[src/adc_capture_pkg.sv]
// shared widths and strobe timing for a 16-bit parallel ADC whose RD and CONVST minimums fit in two sys_clk cycles
`default_nettype none

package adc_capture_pkg;

    // ********************
    // data path widths
    // ********************

    // one conversion result as it appears on the DB pins
    localparam int ADC_DATA_W = 16;

    // channel index covers 0 to 16, so 17 channels at most
    localparam int ADC_CH_W = 5;

    // oversampling and status configuration mode
    localparam int ADC_MODE_W = 2;

    typedef logic [ADC_DATA_W-1:0] adc_data_t;
    typedef logic [ADC_CH_W-1:0]   adc_ch_t;
    typedef logic [ADC_MODE_W-1:0] adc_mode_t;

    // ********************
    // strobe timing
    // ********************

    // all counts are in sys_clk cycles
    localparam int ADC_RD_LOW_CYCLES  = 2;
    localparam int ADC_RD_HIGH_CYCLES = 2;
    localparam int ADC_CNVST_CYCLES   = 2;

    // wide enough for every strobe counter above
    localparam int ADC_STROBE_CNT_W = 3;

    // ********************
    // sample buffering
    // ********************

    // the depth has to stay a power of two so the pointers wrap on their own
    localparam int SAMPLE_FIFO_DEPTH = 4;
    localparam int SAMPLE_FIFO_PTR_W = $clog2(SAMPLE_FIFO_DEPTH);

    // conversion controller states
    typedef enum logic [2:0] {
        CONV_IDLE,
        CONV_CONVERT,
        CONV_WAIT_BUSY_HI,
        CONV_WAIT_BUSY_LO,
        CONV_READ
    } conv_state_e;

    // read engine states
    typedef enum logic [1:0] {
        RD_IDLE,
        RD_STROBE_LOW,
        RD_HOLD,
        RD_GAP
    } rd_state_e;

endpackage

`default_nettype wire

[src/adc_conv_ctrl.sv]
// adc_busy_i is taken as synchronous to sys_clk and a conversion that never raises BUSY stalls here
`timescale 1ns/100ps
`default_nettype none

module adc_conv_ctrl import adc_capture_pkg::*; (
    input  wire             sys_clk,
    input  wire             rst_i,
    // conversion request port
    input  wire             conv_valid_i,
    output logic            conv_ready_o,
    input  wire adc_mode_t  config_mode_i,
    // ADC conversion pins
    input  wire             adc_busy_i,
    output logic            adc_cnvst_n_o,
    // hand-off to the read engine
    output logic            rd_start_o,
    output adc_ch_t         rd_num_ch_o,
    input  wire             rd_done_i
);

    conv_state_e                 state;
    logic [ADC_STROBE_CNT_W-1:0] cnvst_cnt;
    adc_mode_t                   mode_q;
    adc_ch_t                     num_ch;
    logic                        accept;

    // a new request is only taken once the previous frame has fully left the reader
    assign conv_ready_o = (state == CONV_IDLE);
    assign accept       = conv_valid_i && conv_ready_o;

    // ********************
    // mode to channel count
    // ********************

    // modes 1 and 3 append the status word after the data channels
    always_comb begin
        case (mode_q)
            2'd0:    num_ch = adc_ch_t'(8);
            2'd1:    num_ch = adc_ch_t'(9);
            2'd2:    num_ch = adc_ch_t'(16);
            default: num_ch = adc_ch_t'(17);
        endcase
    end

    // the mode is held for the whole frame, so the count stays valid with rd_start_o
    always_ff @(posedge sys_clk) begin
        if (accept) begin
            mode_q <= config_mode_i;
        end
    end

    assign rd_num_ch_o = num_ch;

    // the reader starts on the same cycle BUSY is seen low, so RD falls one cycle later
    assign rd_start_o = (state == CONV_WAIT_BUSY_LO) && !adc_busy_i;

    // ********************
    // conversion FSM
    // ********************

    always_ff @(posedge sys_clk) begin
        if (rst_i) begin
            state         <= CONV_IDLE;
            adc_cnvst_n_o <= 1'b1;
            cnvst_cnt     <= '0;
        end else begin
            case (state)
                CONV_IDLE: begin
                    // convert goes low on the cycle right after acceptance
                    if (accept) begin
                        adc_cnvst_n_o <= 1'b0;
                        cnvst_cnt     <= '0;
                        state         <= CONV_CONVERT;
                    end
                end
                CONV_CONVERT: begin
                    // count the low cycles of the convert pulse
                    if (cnvst_cnt == ADC_STROBE_CNT_W'(ADC_CNVST_CYCLES - 1)) begin
                        adc_cnvst_n_o <= 1'b1;
                        state         <= CONV_WAIT_BUSY_HI;
                    end else begin
                        cnvst_cnt <= cnvst_cnt + 1'b1;
                    end
                end
                CONV_WAIT_BUSY_HI: begin
                    // the ADC may take a few cycles to report that it is converting
                    if (adc_busy_i) begin
                        state <= CONV_WAIT_BUSY_LO;
                    end
                end
                CONV_WAIT_BUSY_LO: begin
                    // falling BUSY means the results are ready on the parallel bus
                    if (!adc_busy_i) begin
                        state <= CONV_READ;
                    end
                end
                CONV_READ: begin
                    if (rd_done_i) begin
                        state <= CONV_IDLE;
                    end
                end
                default: begin
                    state <= CONV_IDLE;
                end
            endcase
        end
    end

endmodule

`default_nettype wire

[src/adc_rd_engine.sv]
// one word in flight at a time and the ADC is assumed to advance its channel on every RD falling edge
`timescale 1ns/100ps
`default_nettype none

module adc_rd_engine import adc_capture_pkg::*; (
    input  wire             sys_clk,
    input  wire             rst_i,
    // frame control from the conversion controller
    input  wire             rd_start_i,
    input  wire adc_ch_t    rd_num_ch_i,
    output logic            rd_done_o,
    // ADC read pins
    output logic            adc_cs_n_o,
    output logic            adc_rd_n_o,
    input  wire adc_data_t  adc_db_i,
    // tagged words towards the sample FIFO
    output logic            word_valid_o,
    input  wire             word_ready_i,
    output adc_data_t       word_data_o,
    output adc_ch_t         word_ch_o,
    output logic            word_first_o
);

    rd_state_e                   state;
    logic [ADC_STROBE_CNT_W-1:0] cyc_cnt;
    adc_ch_t                     ch_cnt;
    adc_ch_t                     num_ch_q;
    logic                        start;
    logic                        capture;
    logic                        accept;
    logic                        last_word;
    logic                        gap_met;

    // a start pulse is only meaningful between frames
    assign start = rd_start_i && (state == RD_IDLE);

    // the bus is sampled on the last low cycle of RD
    assign capture = (state == RD_STROBE_LOW)
                     && (cyc_cnt == ADC_STROBE_CNT_W'(ADC_RD_LOW_CYCLES - 1));

    assign accept    = word_valid_o && word_ready_i;
    assign last_word = (ch_cnt == num_ch_q - adc_ch_t'(1));

    // cyc_cnt counts RD high cycles before the current one, so this covers the minimum gap
    assign gap_met = (cyc_cnt >= ADC_STROBE_CNT_W'(ADC_RD_HIGH_CYCLES - 1));

    // ********************
    // word capture
    // ********************

    // payload registers only change on a capture, so they hold while the FIFO stalls
    always_ff @(posedge sys_clk) begin
        if (start) begin
            num_ch_q <= rd_num_ch_i;
        end
        if (capture) begin
            word_data_o  <= adc_db_i;
            word_ch_o    <= ch_cnt;
            word_first_o <= (ch_cnt == '0);
        end
    end

    // ********************
    // strobe FSM
    // ********************

    always_ff @(posedge sys_clk) begin
        if (rst_i) begin
            state        <= RD_IDLE;
            adc_cs_n_o   <= 1'b1;
            adc_rd_n_o   <= 1'b1;
            word_valid_o <= 1'b0;
            rd_done_o    <= 1'b0;
            cyc_cnt      <= '0;
            ch_cnt       <= '0;
        end else begin
            // rd_done_o is a single-cycle pulse
            rd_done_o <= 1'b0;
            case (state)
                RD_IDLE: begin
                    // CS and the first RD fall together
                    if (start) begin
                        adc_cs_n_o <= 1'b0;
                        adc_rd_n_o <= 1'b0;
                        cyc_cnt    <= '0;
                        ch_cnt     <= '0;
                        state      <= RD_STROBE_LOW;
                    end
                end
                RD_STROBE_LOW: begin
                    if (capture) begin
                        adc_rd_n_o   <= 1'b1;
                        word_valid_o <= 1'b1;
                        cyc_cnt      <= '0;
                        state        <= RD_HOLD;
                    end else begin
                        cyc_cnt <= cyc_cnt + 1'b1;
                    end
                end
                RD_HOLD: begin
                    // RD stays high for as long as the FIFO refuses the word
                    if (accept) begin
                        word_valid_o <= 1'b0;
                        if (last_word) begin
                            // RD rose when this word was captured, so CS can go now
                            adc_cs_n_o <= 1'b1;
                            rd_done_o  <= 1'b1;
                            state      <= RD_IDLE;
                        end else begin
                            ch_cnt <= ch_cnt + 1'b1;
                            if (gap_met) begin
                                adc_rd_n_o <= 1'b0;
                                cyc_cnt    <= '0;
                                state      <= RD_STROBE_LOW;
                            end else begin
                                cyc_cnt <= cyc_cnt + 1'b1;
                                state   <= RD_GAP;
                            end
                        end
                    end else if (!gap_met) begin
                        cyc_cnt <= cyc_cnt + 1'b1;
                    end
                end
                RD_GAP: begin
                    // word already gone, only the minimum high time is left
                    if (gap_met) begin
                        adc_rd_n_o <= 1'b0;
                        cyc_cnt    <= '0;
                        state      <= RD_STROBE_LOW;
                    end else begin
                        cyc_cnt <= cyc_cnt + 1'b1;
                    end
                end
                default: begin
                    state <= RD_IDLE;
                end
            endcase
        end
    end

endmodule

`default_nettype wire

[src/adc_sample_fifo.sv]
// first-word-fall-through with registered outputs and a power-of-two depth from the package
`timescale 1ns/100ps
`default_nettype none

module adc_sample_fifo import adc_capture_pkg::*; (
    input  wire             sys_clk,
    input  wire             rst_i,
    // write side from the read engine
    input  wire             in_valid_i,
    output logic            in_ready_o,
    input  wire adc_data_t  in_data_i,
    input  wire adc_ch_t    in_ch_i,
    input  wire             in_first_i,
    // read side towards the consumer
    output logic            out_valid_o,
    input  wire             out_ready_i,
    output adc_data_t       out_data_o,
    output adc_ch_t         out_ch_o,
    output logic            out_first_o
);

    adc_data_t                  mem_data  [SAMPLE_FIFO_DEPTH];
    adc_ch_t                    mem_ch    [SAMPLE_FIFO_DEPTH];
    logic                       mem_first [SAMPLE_FIFO_DEPTH];
    logic [SAMPLE_FIFO_PTR_W-1:0] wr_ptr;
    logic [SAMPLE_FIFO_PTR_W-1:0] rd_ptr;
    logic [SAMPLE_FIFO_PTR_W-1:0] rd_ptr_nxt;
    logic [SAMPLE_FIFO_PTR_W:0]   count;
    logic [SAMPLE_FIFO_PTR_W:0]   count_nxt;
    logic                       wr;
    logic                       rd;

    // when full a write is still taken if the head leaves on the same cycle
    assign in_ready_o = (count != (SAMPLE_FIFO_PTR_W + 1)'(SAMPLE_FIFO_DEPTH)) || out_ready_i;

    assign wr = in_valid_i && in_ready_o;
    assign rd = out_valid_o && out_ready_i;

    assign rd_ptr_nxt = rd ? rd_ptr + 1'b1 : rd_ptr;

    always_comb begin
        case ({wr, rd})
            2'b10:   count_nxt = count + 1'b1;
            2'b01:   count_nxt = count - 1'b1;
            default: count_nxt = count;
        endcase
    end

    // ********************
    // storage
    // ********************

    always_ff @(posedge sys_clk) begin
        if (wr) begin
            mem_data[wr_ptr]  <= in_data_i;
            mem_ch[wr_ptr]    <= in_ch_i;
            mem_first[wr_ptr] <= in_first_i;
        end
        // the output registers always mirror the next head entry
        // a write landing on that head bypasses the memory, which gives the 1 cycle latency
        if (wr && (wr_ptr == rd_ptr_nxt)) begin
            out_data_o  <= in_data_i;
            out_ch_o    <= in_ch_i;
            out_first_o <= in_first_i;
        end else begin
            out_data_o  <= mem_data[rd_ptr_nxt];
            out_ch_o    <= mem_ch[rd_ptr_nxt];
            out_first_o <= mem_first[rd_ptr_nxt];
        end
    end

    // ********************
    // pointers and occupancy
    // ********************

    always_ff @(posedge sys_clk) begin
        if (rst_i) begin
            wr_ptr      <= '0;
            rd_ptr      <= '0;
            count       <= '0;
            out_valid_o <= 1'b0;
        end else begin
            if (wr) begin
                wr_ptr <= wr_ptr + 1'b1;
            end
            rd_ptr      <= rd_ptr_nxt;
            count       <= count_nxt;
            out_valid_o <= (count_nxt != '0);
        end
    end

endmodule

`default_nettype wire

[src/adc_capture_top.sv]
// 16-bit parallel ADC capture with the write strobe and bus tristate unused, so DB is input only
`timescale 1ns/100ps
`default_nettype none

module adc_capture_top import adc_capture_pkg::*; (
    input  wire             sys_clk,
    input  wire             rst_i,
    // conversion requests
    input  wire             conv_valid_i,
    output logic            conv_ready_o,
    input  wire adc_mode_t  config_mode_i,
    // ADC pins
    output logic            adc_cnvst_n_o,
    input  wire             adc_busy_i,
    output logic            adc_cs_n_o,
    output logic            adc_rd_n_o,
    input  wire adc_data_t  adc_db_i,
    // sample stream
    output logic            sample_valid_o,
    input  wire             sample_ready_i,
    output adc_data_t       sample_data_o,
    output adc_ch_t         sample_ch_o,
    output logic            sample_first_o
);

    // ********************
    // stage links
    // ********************

    // controller to read engine
    logic      rd_start;
    adc_ch_t   rd_num_ch;
    logic      rd_done;

    // read engine to FIFO
    logic      word_valid;
    logic      word_ready;
    adc_data_t word_data;
    adc_ch_t   word_ch;
    logic      word_first;

    // request handling, convert pulse and the BUSY wait
    adc_conv_ctrl i_conv_ctrl (
        .sys_clk       (sys_clk),
        .rst_i         (rst_i),
        .conv_valid_i  (conv_valid_i),
        .conv_ready_o  (conv_ready_o),
        .config_mode_i (config_mode_i),
        .adc_busy_i    (adc_busy_i),
        .adc_cnvst_n_o (adc_cnvst_n_o),
        .rd_start_o    (rd_start),
        .rd_num_ch_o   (rd_num_ch),
        .rd_done_i     (rd_done)
    );

    // CS and RD sequencing, one tagged word per channel
    adc_rd_engine i_rd_engine (
        .sys_clk      (sys_clk),
        .rst_i        (rst_i),
        .rd_start_i   (rd_start),
        .rd_num_ch_i  (rd_num_ch),
        .rd_done_o    (rd_done),
        .adc_cs_n_o   (adc_cs_n_o),
        .adc_rd_n_o   (adc_rd_n_o),
        .adc_db_i     (adc_db_i),
        .word_valid_o (word_valid),
        .word_ready_i (word_ready),
        .word_data_o  (word_data),
        .word_ch_o    (word_ch),
        .word_first_o (word_first)
    );

    // absorbs consumer stalls so the strobes only pause once it is full
    adc_sample_fifo i_sample_fifo (
        .sys_clk     (sys_clk),
        .rst_i       (rst_i),
        .in_valid_i  (word_valid),
        .in_ready_o  (word_ready),
        .in_data_i   (word_data),
        .in_ch_i     (word_ch),
        .in_first_i  (word_first),
        .out_valid_o (sample_valid_o),
        .out_ready_i (sample_ready_i),
        .out_data_o  (sample_data_o),
        .out_ch_o    (sample_ch_o),
        .out_first_o (sample_first_o)
    );

endmodule

`default_nettype wire

[config.mk]
export PLATFORM = sky130hd
export DESIGN_NAME = adc_capture_top
export DESIGN_NICKNAME = d
export VERILOG_FILES = /design/src/adc_capture_pkg.sv /design/src/adc_conv_ctrl.sv /design/src/adc_rd_engine.sv /design/src/adc_sample_fifo.sv /design/src/adc_capture_top.sv
export SDC_FILE = /design/constraint.sdc
export NUM_CORES = 1
export LEC_CHECK = 0
export BUFFER_PORTS_ARGS = -buffer_cell sky130_fd_sc_hd__buf_2
export CAP_MARGIN = 20
export CORE_AREA = 4 4 111 113
export CTS_BUF_LIST = sky130_fd_sc_hd__clkbuf_8
export CTS_CLUSTER_DIAMETER = 80
export DETAILED_ROUTE_END_ITERATION = 12
export DIE_AREA = 0 0 115 117
export GPL_TIMING_DRIVEN = 0
export PLACE_DENSITY = 0.78
export SYNTH_ARGS = -nofsm -noshare
export SYNTH_HDL_FRONTEND = slang
export SYNTH_HIERARCHICAL = 1
export SYNTH_SLANG_ARGS = --single-unit
[constraint.sdc]
create_clock -name sys_clk -period 2.1 [get_ports sys_clk]
set_input_delay 0.42 -clock sys_clk [delete_from_list [all_inputs] [get_ports sys_clk]]
set_output_delay 0.42 -clock sys_clk [all_outputs]
set_load 0.02 [all_outputs]
## After elaboration in Yosys (flattened, before gate mapping)

Memories as Yosys holds them, arrays and structs flattened. A register that Yosys moved wholly into a read port is not among the register bits.
Cells that the tools add are included.

| operators by class | value |
|---|---|
| $add $sub $neg | 8 |
| order comparisons | 1 |
| eq/ne operators | 29 |
| muxes and demuxes | 47 |
| bitwise operators | 2 |
| reduce and logical (&&, ||, !) cells | 26 |

Operators with widths:

| operator | number |
|---|---|
| 3-bit 2-to-1 mux | 13 |
| 4-bit AND reduction | 4 |
| 5-bit 2-to-1 mux | 3 |
| 3-bit one-hot mux with 5 select lines | 1 |
| 5-bit one-hot mux with 3 select lines | 1 |
| 2-bit 2-to-1 mux | 7 |
| 2-bit by 1-bit inequality test with 1-bit output (second input constant) | 7 |
| 1-bit 2-to-1 mux | 13 |
| 3-bit one-hot mux with 2 select lines | 2 |
| 3-bit one-hot mux with 4 select lines | 1 |
| 3-bit AND reduction | 4 |
| 2-bit inequality test (second input constant) | 5 |
| 5-bit one-hot mux with 2 select lines | 1 |
| 3-bit by 1-bit adder with 3-bit output (second input constant) | 3 |
| 3-bit by 1-bit == test with 1-bit output (second input constant) | 3 |
| 2-bit == test (second input constant) | 4 |
| 2-bit one-hot mux with 4 select lines | 1 |
| 2-bit by 1-bit == test with 1-bit output (second input constant) | 3 |
| 3-bit by 2-bit == test with 1-bit output (second input constant) | 2 |
| 1-bit logical AND | 6 |
| 3-bit inequality test (second input constant) | 2 |
| 1-bit one-hot mux with 2 select lines | 3 |
| 2-bit nonzero test | 3 |
| 5-bit by 1-bit adder with 5-bit output (second input constant) | 1 |
| 17 further kinds | 20 |

| storage, ports and cells | value |
|---|---|
| register bits | 58 |
| memory bits (writable) | 88 |
| input bits | 23 |
| output and inout bits | 27 |
| logic and storage cells | 135 |
| memories kept | 3 |

Memory list:

| name | words | bits a word | read ports | clocked after Yosys merged registers in | wr ports | line | RTL |
|---|---|---|---|---|---|---|---|
| i_sample_fifo.mem_data | 4 | 16 | 1 | 1 | 1 | adc_sample_fifo.sv:22 | `adc_data_t mem_data [SAMPLE_FIFO_DEPTH];` |
| i_sample_fifo.mem_ch | 4 | 5 | 1 | 1 | 1 | adc_sample_fifo.sv:23 | `adc_ch_t mem_ch [SAMPLE_FIFO_DEPTH];` |
| i_sample_fifo.mem_first | 4 | 1 | 1 | 1 | 1 | adc_sample_fifo.sv:24 | `logic mem_first [SAMPLE_FIFO_DEPTH];` |

## Depth between registers and ports, before layout

Gate-level depths: netlist (run 1).

| logic depth | value |
|---|---|
| word-level depth | 6 |
| depth in mapped cells | 9 |

## By module

Netlist (run 1), hierarchy kept.

Modules (own cells, without submodules):

| module | times used | cells each | area an instance (µm²) | sequential area each (µm²) |
|---|---|---|---|---|
| adc_sample_fifo | 1 | 169 | 3,707.3 | 2,842.7 |
| adc_rd_engine | 1 | 152 | 1,861.8 | 1,091.0 |
| adc_conv_ctrl | 1 | 55 | 500.5 | 200.2 |

## Least setup slack after synthesis (run 1)

Ideal clock, no wire load.

| path | value |
|---|---|
| path type | input to register |
| start point | input port sample_ready_i |
| end point | register i_sample_fifo.out_valid_o |
| setup time | 0.073 ns |
| data arrival time | 2.069 ns |
| data required time | 2.027 ns |
| slack | -0.042 ns |
| stages on the path | 9 |
| path through | nor4b_4 > inv_2 > nand2_1 > ha_1 > inv_1 > fa_1 > xor2_1 > or4_4 > o211ai_2 |

| between the ends | value |
|---|---|
| cells in the longest elaborated chain, start to end | 5 |

Ends and longest elaborated chain:

| what | line | RTL |
|---|---|---|
| start: declaration | adc_capture_top.sv:20 | `input wire sample_ready_i,` |
| 1-bit logical OR * | adc_sample_fifo.sv:34 | `assign in_ready_o = (count != (SAMPLE_FIFO_PTR_W + 1)'(SAMPLE_FIFO_DEPTH)) \|\| out_ready_i;` |
| net word_ready | adc_capture_top.sv:37 | `logic word_ready;` |
| 1-bit logical AND * | adc_sample_fifo.sv:36 | `assign wr = in_valid_i && in_ready_o;` |
| 2-bit by 1-bit == test with 1-bit output or 2-bit == test (tied branches) | adc_sample_fifo.sv:42 | `case ({wr, rd})` |
| 3-bit one-hot mux with 2 select lines * | adc_sample_fifo.sv:42 |  |
| 3-bit nonzero test * | adc_sample_fifo.sv:88 | `out_valid_o <= (count_nxt != '0);` |
| end signal: assignment | adc_sample_fifo.sv:88 |  |
| end: declaration | adc_sample_fifo.sv:15 | `output logic out_valid_o,` |

Mark *: on every way through the listed nets, which the timed path passes. The rest lies on a longest branch.
A chain may end at the register's enable or synchronous reset.

==> results by group, run 1 <==
Drt
  – 1st-iter DRT viols: 322
  – Drt drc: 0
  – Avg WL per Cell: 17.9 µm
  – Post-DRT Antenna Nets: 0
  – Initial DRT Pass Iterations: 4
  – Via count: 3435
  – Final wirelength: 11000 µm
  – Vias per cell: 5.56

STA
  – Max Fclk: 473 MHz
  – Setup TNS: -33.9 ps
  – Final Cycle Share: 101%
  – Final hold vios: 0
  – RSZ-0062 raised after global routing: true
  – Post-Route Skew: 12.2 ps
  – Final min period: 2110 ps
  – Final WS setup: -13.3 ps
  – Final setup fails: 4
  – Min Hold Slack: 160 ps
  – Worst slew margin: 60.1%
  – Worst Tran Pin Value: 599 ps
  – Final Slew Violations: 0

Critical path
  – Worst Reg-to-Reg Cells: 9
  – Crit path max fanout: 10
  – Startpoint type of the worst setup path: flop
  – Crit path buffers/inverters: 2
  – CP Depth: 3
  – Worst Path Required: 1680 ps
  – Worst reg2reg endpoint: i_sample_fifo/out_valid_o
  – Worst reg2reg startpoint: i_sample_fifo/count[0]
  – Crit-path cells: buf_12 -> mux4_2 -> buf_2
  – CP top delay family: multiplexers
  – Crit end category: output pin
  – Setup CP Type: flop to output pin
  – CP arrival: 1690 ps
  – Crit path to: sample_ch_o[2]
  – CP max stage cell: mux4_2
  – Crit-path max cell delay: 520 ps
  – Reg2reg setup slack: 0 ps

Synthesis
  – Mapped Cells: 376
  – Compound-Gate Fraction of Synth Area: 6.37%
  – Synth unique cells: 64
  – Asr flop ratio synth: 0%
  – Leading area contributor after synthesis: edfxtp_1
  – Synth Register Bits: 148
  – Most used DFF post-synth: edfxtp_1
  – Synth warn: 6
  – Post-synthesis mux area share: 8.99%
  – Top post-synthesis cells by area: edfxtp_1 (58%), dfxtp_1 (10%), mux4_2 (7.4%), ha_1 (3.5%), inv_1 (1.6%)
  – Post-synthesis sequential area ratio: 68.1%
  – Area share of the largest cell type after synthesis: 57.9%
  – XOR/XNOR Fraction of Synth Area: 1.44%
  – Mapped Area: 0.00607 mm²
  – Simple-gate share of the synthesized area: 7.85%
  – Number of synthesized flops with an enable pin: 117
  – Adder-Cell Fraction of Synth Area: 3.83%
  – Mean post-synth cell area: 16.1 µm²
  – Largest family of logic cells by synthesized area: multiplexers

Global route
  – Total GRT Usage: 17.0%
  – Largest net degree at the start of global routing: 18
  – Vias in the first global route: 3407
  – Initial antenna violation count: 0
  – Gr ovfl total: 0
  – Global-route wire length before repair: 17200 µm

Final layout
  – Final Instance Area: 0.00731 mm²
  – NumNets Final: 503
  – Share of layout cells above drive strength 1: 34.5%
  – Commonest cells after routing, fill and taps aside: edfxtp_1 (117), buf_2 (44), dfxtp_1 (28)
  – N_diodes: 0
  – Area delta synth->final: 20.5%
  – Commonest non-fill, non-tap cell in the layout: edfxtp_1

Clock network
  – Clk pin slew, worst setup/hold paths: 80 ps
  – Root buffer cell: clkbuf_8
  – H-tree depth: 4
  – CTS buffer count: 17
  – Clk buf depth: 2
  – CTS tree: done
  – Clock insertion delay at the later pin of the skew report: 430 ps
  – Clock tree sinks: 148

Outcome
  – Failing checks: setup timing
  – Outcome: finished, violations left

Floorplan
  – Die W: 115 µm
  – Die Span Y: 117 µm
  – Full die area: 0.0135 mm²
  – IO Pins: 50
  – Core footprint: 0.0113 mm²
  – Starting Density: 53.6%
  – Core Rows: 39

Placed design
  – Detailed placement HPWL: 6910 µm
  – Post-DP Area: 0.00664 mm²
  – Place WS: -295 ps
  – Port-buffer cells: 49
  – GP Congestion: 0.797

Pwr
  – Switching Share: 22.5%
  – Comb power frac: 5.6%
  – Flop pwr share: 54.6%
  – Worst vdd ir: 0.000622 V
  – Clock power frac: 39.8%
  – Internal Power: 0.00451 W
  – Pwr dens: 795 mW/mm²
  – NetSw: 0.00131 W
  – P_leak: 2.53 nW

Worst hold path
  – Hold WC Path Type: input port to flop
  – Worst hold stages: 1

Job
  – Max-Cap Viols: 0
==> cell type report <==
type                       count  area [µm²]
inverter                      27         101
clock inverter                15         194
tap                          143         179
buffer                        15         125
timing repair buffer          65         500
multi-input combinational    188        1840
clock buffer                  17         234
sequential                   148        4140
fill                         774        4010
==> layer usage <==
layer	global-route usage (%)	vias to the layer above	wire length (µm)
met3	4.73	12	547
met2	30.1	105	5810
met4	5.87	0	152
met1	20.1	1696	4530
met5	0	-	0
li1	-	1622	-
==> worst min path at each step <==
| stage | from | end | slack [ps] |
|---|---|---|---|
| after detailed placement | i_rd_engine/ch_cnt[2] | i_rd_engine/word_ch_o[2] | 430 |
| after global routing | adc_db_i[3] | i_rd_engine/word_data_o[3] | 120 |
| final | adc_db_i[3] | i_rd_engine/word_data_o[3] | 160 |
| after CTS | config_mode_i[1] | i_conv_ctrl/mode_q[1] | 130 |
| after global placement | i_rd_engine/ch_cnt[2] | i_rd_engine/word_ch_o[2] | 420 |
| after floorplan | i_rd_engine/ch_cnt[2] | i_rd_engine/word_ch_o[2] | 410 |
==> synth_stat cells (5+ instances only) <==
| cell type | number |
|---|---|
| edfxtp_1 | 117 |
| dfxtp_1 | 31 |
| inv_1 | 26 |
| mux4_2 | 20 |
| ha_1 | 17 |
| nor2_1 | 14 |
| a21oi_1 | 12 |
| nand3_1 | 12 |
| nand2_1 | 10 |
| xnor2_1 | 7 |
| nor2b_1 | 6 |
| nor3_1 | 6 |
| and3_1 | 5 |
| clkbuf_1 | 5 |
| o21ai_0 | 5 |
==> worst register-to-register path, stage by stage (launching register included) <==
cell	delay, ps
dfxtp_4	360
nor4b_4	330
inv_2	70
nand2_2	100
ha_4	150
inv_2	40
fa_2	330
xor2_1	160
or4_4	430
o211ai_2	80
==> flip-flops by register name, indices dropped and copies added, names as in the netlist, 3 cells and up, named ones only <==
register and flops:
i_rd_engine/word_data_o 16, i_rd_engine/cyc_cnt 3, i_conv_ctrl/state 3, i_rd_engine/ch_cnt 5
i_rd_engine/num_ch_q 5, i_sample_fifo/mem_ch 20, i_sample_fifo/mem_data 64, i_rd_engine/word_ch_o 5
i_sample_fifo/count 3, i_conv_ctrl/cnvst_cnt 3, i_sample_fifo/mem_first 4
==> per-stage QoR <==
stage	utilization [%]	std cells	total power (W)
6_report	64.6	618	0.00581
5_1_grt	64.6	618	0.00604
4_1_cts	63.0	609	0.00583
3_5_place_dp	58.7	574	0.00352
3_3_place_gp	57.4	569	0.00351
2_1_floorplan	-	377	0.00344
==> timing repair <==
item	in CTS	in global routing
hold buffers	0	0
setup endpoints to repair	31	46
gates cloned	0	1
buffers inserted	3	8
resized for setup	15	30
pin swaps	4	8
endpoints found under the hold margin	0	0
==> kinds of logic after synthesis <==
logic type | after synthesis
other | 1
xor gates and xnor gates | 10
AOI/OAI and AO/OA | 53
DFF | 148
adders and majority gates | 18
and+or+nand+nor | 78
muxes | 26
buffers and inverters | 42
==> power groups by stage <==
stage | Sequential, W | Clock [W] | Combinational [W]
after floorplan | 0.00325 | 0 | 0.000185
after global placement | 0.00324 | 0 | 0.000273
after detailed placement | 0.00324 | 0 | 0.000278
after CTS | 0.00317 | 0.00237 | 0.000287
after global routing | 0.00318 | 0.00251 | 0.000357
final | 0.00317 | 0.00232 | 0.000324
Note: power is estimated with default switching activity, not from simulation.
==> inputs of run 2 (changes only) <==
Settings changed: CELL_PAD_IN_SITES_DETAIL_PLACEMENT set to 0, CELL_PAD_IN_SITES_GLOBAL_PLACEMENT set to 1, CORE_AREA 4 4 111 113 to 4 4 119 121, DIE_AREA 0 0 115 117 to 0 0 123 125, PLACE_DENSITY 0.78 to 0.79.
==> results by group, run 2 (synthesized netlist as in run 1, its figures left out) <==
Critical path
  – Crit end category: output pin
  – CP arrival: 1750 ps
  – Worst reg2reg endpoint: i_rd_engine/cyc_cnt[1]
  – Setup CP Type: flop to output pin
  – Startpoint type of the worst setup path: flop
  – Worst reg2reg startpoint: i_rd_engine/num_ch_q[1]
  – CP max stage cell: mux4_2
  – Crit path max fanout: 5
  – Crit-path max cell delay: 520 ps
  – Crit-path cells: buf_12 -> buf_12 -> mux4_2 -> buf_6
  – CP most frequent cell: buf_12
  – Worst Reg-to-Reg Cells: 7
  – Reg2reg setup slack: -50 ps
  – Worst Path Required: 1680 ps

Final layout
  – Commonest cells after routing, fill and taps aside: edfxtp_1 (117), buf_2 (30), buf_6 (27)
  – N_diodes: 0
  – Reg with most FFs: i_sample_fifo/mem_data
  – Final core area utilization: 56.6%
  – NumNets Final: 506
  – Top flop regs: i_sample_fifo/mem_data (64), i_sample_fifo/mem_ch (20), i_rd_engine/word_data_o (16)
  – Area delta synth->final: 21.9%
  – Non-filler instance count after layout: 654
  – Share of layout cells above drive strength 1: 36.2%
  – Largest register FFs: 64
  – Commonest non-fill, non-tap cell in the layout: edfxtp_1

Floorplan
  – Die W: 123 µm
  – IO Pins: 50
  – Core Rows: 42
  – Starting Density: 46.4%
  – Core footprint: 0.0131 mm²
  – Die Span Y: 125 µm
  – Full die area: 0.0154 mm²

Global route
  – Initial antenna violation count: 0
  – Gr ovfl total: 0
  – Global-route wire length before repair: 17200 µm
  – Largest net degree at the start of global routing: 17
  – Total GRT Usage: 14.7%
  – Vias in the first global route: 3449

Drt
  – Final wirelength: 10900 µm
  – Avg WL per Cell: 16.6 µm
  – Initial DRT Pass Iterations: 4
  – Vias per cell: 5.27
  – Via count: 3445
  – Post-DRT Antenna Nets: 0
  – 1st-iter DRT viols: 236
  – Drt drc: 0

STA
  – RSZ-0062 raised after global routing: true
  – Final Slew Violations: 0
  – Worst slew margin: 53.5%
  – Worst Tran Pin Value: 697 ps
  – Final WS setup: -66.0 ps
  – Setup TNS: -443 ps
  – Min Hold Slack: 149 ps
  – Final min period: 2170 ps
  – Final setup fails: 12
  – Final hold vios: 0
  – Post-Route Skew: 8.18 ps
  – Final Cycle Share: 103%
  – Max Fclk: 462 MHz

Job
  – Max-Cap Viols: 0

Pwr
  – Total power draw: 0.00536 W
  – P_leak: 2.54 nW
  – Worst vdd ir: 0.000398 V
  – Pwr dens: 725 mW/mm²

Clock network
  – Clk buf depth: 2
  – Root buffer cell: clkbuf_8
  – CTS buffer count: 17
  – CTS tree: done
  – Clock tree sinks: 148
  – Clk pin slew, worst setup/hold paths: 80 ps
  – CTS Hold Bufs: 0
  – H-tree depth: 4
  – Clock insertion delay at the later pin of the skew report: 440 ps

Outcome
  – Failing checks: setup timing
  – Outcome: finished, violations left

Worst hold path
  – Worst hold stages: 1
  – Hold Path End: i_rd_engine/word_data_o[9]
  – HP Start: adc_db_i[9]
  – Hold WC Path Type: input port to flop

Placed design
  – GP Congestion: 0.761
  – Dpl cells: 607
  – Port-buffer cells: 49
  – Detailed placement HPWL: 7030 µm
## run 2: cell count changes in the layout (fill, tap and decap cells not counted), sizes merged
| cell | before | now |
|---|---|---|
| buf | 74 | 77 |
| clkinvlp | 1 | 3 |
| bufinv | 3 | 0 |
| clkinv | 3 | 5 |
| inv | 35 | 34 |
## run 2: layout make-up
cell class | count | area (µm²)
Fill cell | 1046 | 5680
Sequential cell | 148 | 4150
Multi-Input combinational cell | 188 | 1890
Timing Repair Buffer | 69 | 602
Clock buffer | 17 | 234
Tap cell | 176 | 220
Clock inverter | 15 | 106
Buffer | 14 | 105
Inverter | 27 | 101
## run 2: metal layers
layer	GRT usage (%)	part of all wire (%)
met4	5.28	1.4
met3	4.83	5.3
met2	24.2	52
met1	18.1	41
met5	0	0
## run 2: repair_timing
item                       in CTS  in global routing
pin swaps                       4                 10
gates cloned                    2                  1
setup buffers                   9                  6
setup endpoints to repair      32                 46
hold endpoints to repair        0                  0
gates resized for setup        34                 57
## run 2: through the flow
step	setup WS, ps	instance area, µm²
after floorplan	-1.64	6080
after detailed placement	-307	6630
after global placement	-243	6540
after global routing	-149	7400
after CTS	-109	7230
final	-66.0	7400
## run 2: how the worst max path moves through the flow
stage,start,to,slack (ps)
4_1_cts,flop,sample_data_o[4],-110
3_5_place_dp,sample_ready_i,i_sample_fifo/count[2],-310
3_3_place_gp,sample_ready_i,i_sample_fifo/out_valid_o,-240
6_report,flop,sample_data_o[4],-70
5_1_grt,flop,sample_data_o[4],-150
2_1_floorplan,sample_ready_i,i_sample_fifo/out_valid_o,-2
## run 2: report_power, final
part	total, W	switching, W	leakage (nW)	internal (W)
sequential	0.00318	0.0000261	1.30	0.00315
clock	0.00187	0.00105	0.176	0.000819
combinational	0.000317	0.000175	1.06	0.000142
total	0.00536	0.00125	2.54	0.00411
## run 2: critical path, delay by kind of cell, from the launching register on
kind	cells	cell delay, ps
mux	1	520
buf+inv	3	380
flops	1	400
